File: src/rtl/vgaPkg.sv
package vgaPkg;

    // 640x480 at 60 Hz with a 25 MHz pixel clock
    localparam int hTotal     = 800;
    localparam int hVisible   = 640;
    localparam int hSyncStart = 656;
    localparam int hSyncLen   = 96;

    localparam int vTotal     = 525;
    localparam int vVisible   = 480;
    localparam int vSyncStart = 490;
    localparam int vSyncLen   = 2;

    localparam logic syncActive = 1'b0;  // both pulses are active low

    typedef logic [9:0] pixelX_t;
    typedef logic [9:0] pixelY_t;

    // 4 bits each, red in the top nibble
    typedef logic [11:0] rgb_t;

endpackage

File: src/rtl/gamePkg.sv
package gamePkg;

    localparam int cellSize = 10;  // pixels per cell side
    localparam int gridCols = 64;
    localparam int gridRows = 48;

    typedef logic [5:0] cellX_t;
    typedef logic [5:0] cellY_t;

    // bit 1 set means a horizontal move
    typedef enum logic [1:0] {
        dirUp    = 2'd0,
        dirDown  = 2'd1,
        dirLeft  = 2'd2,
        dirRight = 2'd3
    } direction_t;

    localparam logic [7:0] keyUp      = 8'h75;
    localparam logic [7:0] keyDown    = 8'h72;
    localparam logic [7:0] keyLeft    = 8'h6B;
    localparam logic [7:0] keyRight   = 8'h74;
    localparam logic [7:0] keyRestart = 8'h29;  // space bar

    localparam vgaPkg::rgb_t colBackground = 12'hFFF;
    localparam vgaPkg::rgb_t colSnake      = 12'h000;
    localparam vgaPkg::rgb_t colApple      = 12'h0F0;
    localparam vgaPkg::rgb_t colBlank      = 12'h000;

    // head in column 3, body trailing to the left along the top row
    localparam int startHeadX  = 3;
    localparam int startY      = 0;
    localparam int startLength = 4;
    localparam int startAppleX = 6;
    localparam int startAppleY = 0;

endpackage

File: src/rtl/scanTimer.sv
`timescale 1ns/1ps

module scanTimer (
    input  logic            clk25,
    input  logic            reset,
    output gamePkg::cellX_t cellCol,
    output gamePkg::cellY_t cellRow,
    output logic [3:0]      inCellX,
    output logic [3:0]      inCellY,
    output logic            active,
    output logic            hsyncRaw,
    output logic            vsyncRaw,
    output logic            frameTick
);
    import vgaPkg::*;
    import gamePkg::*;

    pixelX_t hCount;
    pixelY_t vCount;
    logic    lineEnd;
    logic    frameEnd;

    assign lineEnd  = (hCount == pixelX_t'(hTotal - 1));
    assign frameEnd = (vCount == pixelY_t'(vTotal - 1));

    // horizontal position, cell column follows without a divider
    always_ff @(posedge clk25) begin
        if (reset || lineEnd) begin
            hCount  <= '0;
            inCellX <= '0;
            cellCol <= '0;
        end else begin
            hCount <= hCount + 1'b1;
            if (inCellX == 4'(cellSize - 1)) begin
                inCellX <= '0;
                cellCol <= cellCol + 1'b1;  // wraps harmlessly in blanking
            end else begin
                inCellX <= inCellX + 1'b1;
            end
        end
    end

    always_ff @(posedge clk25) begin
        if (reset || (lineEnd && frameEnd)) begin
            vCount  <= '0;
            inCellY <= '0;
            cellRow <= '0;
        end else if (lineEnd) begin
            vCount <= vCount + 1'b1;
            if (inCellY == 4'(cellSize - 1)) begin
                inCellY <= '0;
                cellRow <= cellRow + 1'b1;
            end else begin
                inCellY <= inCellY + 1'b1;
            end
        end
    end

    assign active   = (hCount < pixelX_t'(hVisible)) && (vCount < pixelY_t'(vVisible));
    assign hsyncRaw = (hCount >= pixelX_t'(hSyncStart) &&
                       hCount < pixelX_t'(hSyncStart + hSyncLen)) ? syncActive : !syncActive;
    assign vsyncRaw = (vCount >= pixelY_t'(vSyncStart) &&
                       vCount < pixelY_t'(vSyncStart + vSyncLen)) ? syncActive : !syncActive;

    // first cycle of the first blank line
    assign frameTick = (hCount == '0) && (vCount == pixelY_t'(vVisible));

endmodule

File: src/rtl/keyDecode.sv
`timescale 1ns/1ps

module keyDecode (
    input  logic                clk25,
    input  logic                reset,
    input  logic                keyStrobe,
    input  logic [7:0]          keyCode,
    input  gamePkg::direction_t lastDir,
    output logic                turnReq,
    output logic                restartReq,
    output gamePkg::direction_t turnDir
);
    import gamePkg::*;

    direction_t keyDir;
    logic       isArrow;
    logic       accept;

    always_comb begin
        isArrow = 1'b1;
        keyDir  = dirUp;
        case (keyCode)
            keyUp:    keyDir = dirUp;
            keyDown:  keyDir = dirDown;
            keyLeft:  keyDir = dirLeft;
            keyRight: keyDir = dirRight;
            default:  isArrow = 1'b0;
        endcase
    end

    // perpendicular when one is vertical and the other horizontal
    assign accept = keyStrobe && isArrow && (keyDir[1] != lastDir[1]);

    always_ff @(posedge clk25) begin
        if (reset) begin
            turnReq    <= 1'b0;
            restartReq <= 1'b0;
        end else begin
            turnReq    <= accept;
            restartReq <= keyStrobe && (keyCode == keyRestart);
        end
    end

    always_ff @(posedge clk25) begin
        if (accept) turnDir <= keyDir;
    end

endmodule

File: src/rtl/snakeStep.sv
`timescale 1ns/1ps

module snakeStep #(
    parameter int maxLength  = 8,
    parameter int stepFrames = 6
) (
    input  logic                clk25,
    input  logic                reset,
    input  logic                frameTick,
    input  logic                turnReq,
    input  logic                restartReq,
    input  gamePkg::direction_t turnDir,
    output gamePkg::direction_t lastDir,
    output gamePkg::cellX_t     segX [maxLength],
    output gamePkg::cellY_t     segY [maxLength],
    output logic [3:0]          length,
    output gamePkg::cellX_t     appleX,
    output gamePkg::cellY_t     appleY,
    output logic                gameOver
);
    import gamePkg::*;

    localparam int moveW = $clog2(stepFrames) + 1;

    direction_t       pendDir;
    logic [moveW-1:0] moveCount;
    logic [15:0]      frameCount;
    logic [15:0]      frameNext;
    cellX_t           headX;
    cellY_t           headY;
    logic             wallHit;
    logic             bodyHit;
    logic             eat;
    logic             moveDue;

    assign frameNext = frameCount + 1'b1;  // counts the tick being handled
    assign moveDue   = frameTick && !gameOver && (moveCount == moveW'(stepFrames - 1));
    assign eat       = (headX == appleX) && (headY == appleY);

    // next head cell and what it runs into
    always_comb begin
        headX   = segX[0];
        headY   = segY[0];
        wallHit = 1'b0;
        bodyHit = 1'b0;
        case (pendDir)
            dirUp:    if (segY[0] == '0) wallHit = 1'b1; else headY = segY[0] - 1'b1;
            dirDown:  if (segY[0] == cellY_t'(gridRows - 1)) wallHit = 1'b1;
                      else headY = segY[0] + 1'b1;
            dirLeft:  if (segX[0] == '0) wallHit = 1'b1; else headX = segX[0] - 1'b1;
            default:  if (segX[0] == cellX_t'(gridCols - 1)) wallHit = 1'b1;
                      else headX = segX[0] + 1'b1;
        endcase
        for (int i = 0; i < maxLength; i++) begin
            if (i < int'(length) && segX[i] == headX && segY[i] == headY) bodyHit = 1'b1;
        end
    end

    always_ff @(posedge clk25) begin
        if (reset) frameCount <= '0;
        else if (frameTick) frameCount <= frameNext;  // not cleared by restart
    end

    always_ff @(posedge clk25) begin
        if (reset || (restartReq && gameOver)) begin
            gameOver  <= 1'b0;
            length    <= 4'(startLength);
            pendDir   <= dirRight;
            lastDir   <= dirRight;
            moveCount <= '0;
            appleX    <= cellX_t'(startAppleX);
            appleY    <= cellY_t'(startAppleY);
            for (int i = 0; i < maxLength; i++) begin
                segX[i] <= (i < startLength) ? cellX_t'(startHeadX - i) : '0;
                segY[i] <= cellY_t'(startY);
            end
        end else begin
            if (turnReq) pendDir <= turnDir;
            if (moveDue) begin
                moveCount <= '0;
                if (wallHit || bodyHit) begin
                    gameOver <= 1'b1;  // freeze where we are
                end else begin
                    lastDir <= pendDir;
                    segX[0] <= headX;
                    segY[0] <= headY;
                    for (int i = 1; i < maxLength; i++) begin
                        segX[i] <= segX[i-1];
                        segY[i] <= segY[i-1];
                    end
                    if (eat) begin
                        if (int'(length) < maxLength) length <= length + 1'b1;
                        appleX <= cellX_t'(frameNext % gridCols);
                        appleY <= cellY_t'(frameNext % gridRows);
                    end
                end
            end else if (frameTick && !gameOver) begin
                moveCount <= moveCount + 1'b1;
            end
        end
    end

endmodule

File: src/rtl/pixelRender.sv
`timescale 1ns/1ps

module pixelRender #(
    parameter int maxLength = 8
) (
    input  logic            clk25,
    input  logic            reset,
    input  logic            active,
    input  logic            hsyncRaw,
    input  logic            vsyncRaw,
    input  gamePkg::cellX_t cellCol,
    input  gamePkg::cellY_t cellRow,
    input  gamePkg::cellX_t segX [maxLength],
    input  gamePkg::cellY_t segY [maxLength],
    input  logic [3:0]      length,
    input  gamePkg::cellX_t appleX,
    input  gamePkg::cellY_t appleY,
    output logic [3:0]      vgaRed,
    output logic [3:0]      vgaGreen,
    output logic [3:0]      vgaBlue,
    output logic            hsync,
    output logic            vsync
);
    import vgaPkg::*;
    import gamePkg::*;

    rgb_t pixColour;
    logic onSnake;

    always_comb begin
        onSnake = 1'b0;
        for (int i = 0; i < maxLength; i++) begin
            if (i < int'(length) && segX[i] == cellCol && segY[i] == cellRow) onSnake = 1'b1;
        end
        if (!active) pixColour = colBlank;
        else if (onSnake) pixColour = colSnake;  // snake drawn over the apple
        else if (cellCol == appleX && cellRow == appleY) pixColour = colApple;
        else pixColour = colBackground;
    end

    always_ff @(posedge clk25) begin
        if (reset) begin
            {vgaRed, vgaGreen, vgaBlue} <= colBlank;
            hsync <= !syncActive;
            vsync <= !syncActive;
        end else begin
            {vgaRed, vgaGreen, vgaBlue} <= pixColour;
            hsync <= hsyncRaw;  // keeps syncs aligned with colour
            vsync <= vsyncRaw;
        end
    end

endmodule

File: src/rtl/snakeTop.sv
`timescale 1ns/1ps

module snakeTop #(
    parameter int maxLength  = 8,
    parameter int stepFrames = 6
) (
    input  logic       clk25,
    input  logic       reset,
    input  logic       keyStrobe,
    input  logic [7:0] keyCode,
    output logic [3:0] vgaRed,
    output logic [3:0] vgaGreen,
    output logic [3:0] vgaBlue,
    output logic       hsync,
    output logic       vsync,
    output logic [3:0] length,    // shown on the LEDs as the score
    output logic       gameOver
);
    import gamePkg::*;

    cellX_t     cellCol;
    cellY_t     cellRow;
    logic       active;
    logic       hsyncRaw;
    logic       vsyncRaw;
    logic       frameTick;
    logic       turnReq;
    logic       restartReq;
    direction_t turnDir;
    direction_t lastDir;
    cellX_t     segX [maxLength];
    cellY_t     segY [maxLength];
    cellX_t     appleX;
    cellY_t     appleY;

    scanTimer scanTimer_i (
        .clk25(clk25), .reset(reset),
        .cellCol(cellCol), .cellRow(cellRow),
        .inCellX(), .inCellY(),  // no per-pixel detail inside a cell yet
        .active(active), .hsyncRaw(hsyncRaw), .vsyncRaw(vsyncRaw), .frameTick(frameTick)
    );

    keyDecode keyDecode_i (
        .clk25(clk25), .reset(reset), .keyStrobe(keyStrobe), .keyCode(keyCode),
        .lastDir(lastDir), .turnReq(turnReq), .restartReq(restartReq), .turnDir(turnDir)
    );

    snakeStep #(.maxLength(maxLength), .stepFrames(stepFrames)) snakeStep_i (
        .clk25(clk25), .reset(reset), .frameTick(frameTick),
        .turnReq(turnReq), .restartReq(restartReq), .turnDir(turnDir), .lastDir(lastDir),
        .segX(segX), .segY(segY), .length(length),
        .appleX(appleX), .appleY(appleY), .gameOver(gameOver)
    );

    pixelRender #(.maxLength(maxLength)) pixelRender_i (
        .clk25(clk25), .reset(reset), .active(active),
        .hsyncRaw(hsyncRaw), .vsyncRaw(vsyncRaw), .cellCol(cellCol), .cellRow(cellRow),
        .segX(segX), .segY(segY), .length(length), .appleX(appleX), .appleY(appleY),
        .vgaRed(vgaRed), .vgaGreen(vgaGreen), .vgaBlue(vgaBlue), .hsync(hsync), .vsync(vsync)
    );

endmodule

File: config.mk
export PLATFORM = sky130hd
export DESIGN_NAME = snakeTop
export DESIGN_NICKNAME = d
export VERILOG_FILES = /design/src/rtl/vgaPkg.sv /design/src/rtl/gamePkg.sv /design/src/rtl/scanTimer.sv /design/src/rtl/keyDecode.sv /design/src/rtl/snakeStep.sv /design/src/rtl/pixelRender.sv /design/src/rtl/snakeTop.sv
export SDC_FILE = /design/constraint.sdc
export NUM_CORES = 1
export LEC_CHECK = 0
export BUFFER_PORTS_ARGS = -buffer_cell sky130_fd_sc_hd__buf_2
export CORE_ASPECT_RATIO = 0.9
export CORE_MARGIN = 2
export CORE_UTILIZATION = 35
export DETAILED_ROUTE_END_ITERATION = 12
export PLACE_DENSITY = 0.52
export SLEW_MARGIN = 20
export SYNTH_ARGS = -nofsm -noshare
export SYNTH_HDL_FRONTEND = slang
export SYNTH_HIERARCHICAL = 1
export SYNTH_SLANG_ARGS = --single-unit
File: constraint.sdc
create_clock -name clk25 -period 6.1 [get_ports clk25]
set_clock_uncertainty 0.15 [all_clocks]
set_input_delay 0.915 -clock clk25 [delete_from_list [all_inputs] [get_ports clk25]]
set_output_delay 0.915 -clock clk25 [all_outputs]
set_load 0.005 [all_outputs]
==> results <==
- The type of origin of the critical path is a register.
- The insertion delay to the later sink of the worst-skew pair is ~460 ps.
- The final count of hold timing violations came to 0.
- Grouping stages by cell kind, the critical path spends the most delay in compound AO/OA/AOI/OAI gates.
- By startpoint and endpoint, the worst setup path is classified as reg2reg.
- In this run the worst path has a maximum fanout of 9.
- The layout cell share with drive strength beyond 1 is a little under a tenth.
- The total of buffers placed on input and output ports is 29.
- Dividing the final minimum period by the clock period gives between 90% and 100%.
- Counting the buffers created by CTS gives 17.
- The boundary pin count is 30.
- The largest net degree at the start of global routing is 105.
- The all-layer global routing usage is between 10% and 20%.
- Across the VDD grid, the largest voltage drop is ~0.21 mV.
- Leaving out fill and tap cells, the most frequent cell in the layout is nand2_1.
- In the routed layout, each cell is associated on average with a via count of approximately 5.4.
- The final cell area excluding filler cells is 13,300 um^2.
- After clock tree synthesis, the flow added hold-fix buffers numbering 0.
- The setup slack after placement is 268 ps.
- For this run, the post-layout net count is between 1,500 and 2,000.
- TritonCTS built the clock tree.
- The width of the die is ~200 um.
- The total standard cell area after synthesis is around 12,000 um^2.
- The peak per-stage delay on the critical path is roughly 520 ps.
- The initial utilization of the core area, before any placement, comes to 35.6%.
- The worst setup path is captured at a register.
- For this run the aggregate overflow at the end of global routing stands at 0.
- Yosys printed 6 warnings.
- The initialized floorplan defines 64 standard-cell rows.
- The master cell of the clock root buffer is clkbuf_16.
- The time the worst path needs with I/O delays and setup is approximately 5700 ps.
- When the netlist entered floorplanning its net count stood at 1,567.
- From synthesis to final layout, the design area changed by 9.14%.
- The count of fill cells added during filler insertion is 3,550.
- The first global-routing pass estimated about 56,000 um of wire.
- The final max-slew violation count is 0.
- For the pin with the worst max-slew slack, the measured transition is around 1000 ps.
- The final-report setup violation count is 0.
- The synthesized instance count is about 1,500.
- The initial antenna violation count is 0.
- Data arrives at the worst endpoint at a little under 6000 ps.
- The total wire length after detailed routing is ~35,000 um.
- The number of antenna-violating nets in the routed design is 0.
- The floorplan die height is between 150 and 200 um.
- For the worst setup path, the data required time is about 6300 ps.
- The power per standard cell area is approximately 190 nW/um^2.
- The count of maximum capacitance violations is 0.
- Across all setup checks in the final design, the least slack found is 353 ps.
- Power comes to 2.52 mW.
- The clock drives roughly 180 sinks.
- The clock-pin slew on the worst setup and hold paths is about 70 ps.
- The HPWL reported at the end of detailed placement is 24,200 um.
- The slowest stage of the critical path is the dfxtp_1 cell.
- The number of violations reported at the end of detailed-routing iteration 0 is 870.
- The repair_antennas step left the layout with diodes totalling 0.
- Static timing analysis puts the maximum clock frequency at ~170 MHz.
- Routability-driven placement finished with a final weighted congestion of 0.846.
- The number of buffers and inverters on the critical path is 1.
- The die outline area is around 36,000 um^2.
- The run finished with clean final reports.
- In this run the mean area of a mapped cell was 7.92 um^2.
- The standard cell core area is ~34,000 um^2.
- No sink is reached through more buffers than the 2 on the longest clock path.
- The standard cell area after detailed placement is ~13,000 um^2.
- After detailed routing, the number of remaining DRC violations is 0.
- The level count of the clock H-tree is 4.
- The top cell types in the final layout, fill and taps aside, are 259 x nand2_1, 182 x dfxtp_1, 148 x xnor2_1, 128 x a21oi_1, 126 x xor2_1.
- The class of the most critical hold timing path is reg2reg.
- Walking the worst path, the cells encountered are nand4_1 > nor4_4 > xnor2_2 > clkinv_1 > ha_1 > o31a_1 > o221ai_2 > a22oi_1 > o21ai_1 > o2111a_1 > o21a_4 > mux2_4 > or3_1 > a311o_1 > mux2i_1 > a21o_1 > nand3_1 > a31o_1.
- The worst hold margin is between 300 and 400 ps.
- For this block, the via count after detailed routing is about 11,000.
- In this run the static leakage power is just under 5 nW.
- The number of global-route vias before repair is 9,892.
- The first detailed-routing pass took 6 iterations.
- Dividing the detail-routed wire length by the instance count gives between 15 and 20 um.
- The remaining max-slew budget at the tightest pin is roughly a third.
- The setup TNS after final layout is 0 ps.
[flip-flops by register name (all words and copies together) (netlist names), 6 cells and up]
signal and flops:
snakeStep_i/segX 48, snakeStep_i/segY 48, snakeStep_i/frameCount 16, scanTimer_i/hCount 10, scanTimer_i/vCount 10, scanTimer_i/cellCol 6
scanTimer_i/cellRow 6, snakeStep_i/appleX 6, snakeStep_i/appleY 6
[routing by layer]
metal	routed length (um)	vias up	part of all wire, %	GRT usage, %
li1	-	5316	-	-
met1	17500	5188	49	28.2
met2	15500	263	44	29.6
met3	2030	31	5.7	3.77
met4	467	0	1.3	4.59
met5	0	-	0	0
[power by group]
| group | total [mW] | switching [mW] | internal [mW] |
|---|---|---|---|
| clock | 1.26 | 0.517 | 0.743 |
| combinational | 0.0463 | 0.0332 | 0.0131 |
| sequential | 1.21 | 0.00391 | 1.21 |
| total | 2.52 | 0.554 | 1.96 |
[worst register-to-register path, delay by kind of cell (launching register included)]
family	cells	cell delay (ps)
and+or+nand+nor	4	1190
adders and majority gates	1	410
DFF	1	520
buffers and inverters	1	290
xor gates and xnor gates	1	260
muxes	2	530
AOI/OAI and AO/OA	9	2300
[through the flow]
step           utilization, %  cells
6_report                 38.9   1983
5_1_grt                  38.9   1983
4_1_cts                  38.8   1983
3_5_place_dp             36.9   1951
3_3_place_gp             36.9   1951
2_1_floorplan               -   1535
[cell type report]
| class | count | area, um^2 | share of cell area, % |
|---|---|---|---|
| Clock buffer | 19 | 443 | 3.34 |
| Tap cell | 462 | 578 | 4.36 |
| Timing Repair Buffer | 60 | 403 | 3.04 |
| Multi-Input combinational cell | 1220 | 7830 | 59.0 |
| Clock inverter | 13 | 214 | 1.61 |
| Sequential cell | 184 | 3700 | 27.9 |
| Inverter | 25 | 93.8 | 0.707 |
[final timing paths]
kind	to	depth (start not counted)	slack, ps	startpoint
hold / removal	scanTimer_i/hCount[0]	1	320	scanTimer_i/hCount[0]
setup reg to reg	snakeStep_i/appleY[5]	18	350	snakeStep_i/frameCount[8]
setup / recovery	snakeStep_i/appleY[5]	18	350	snakeStep_i/frameCount[8]
hold reg to reg	scanTimer_i/hCount[0]	1	320	scanTimer_i/hCount[0]
[timing repair]
action                                  4_1_cts  5_1_grt
endpoints found under the setup margin        0        2
gates resized for setup                       0        5
hold endpoints to repair                      0        0
buffers inserted                              0        0
(Power assumes the default switching activity.)
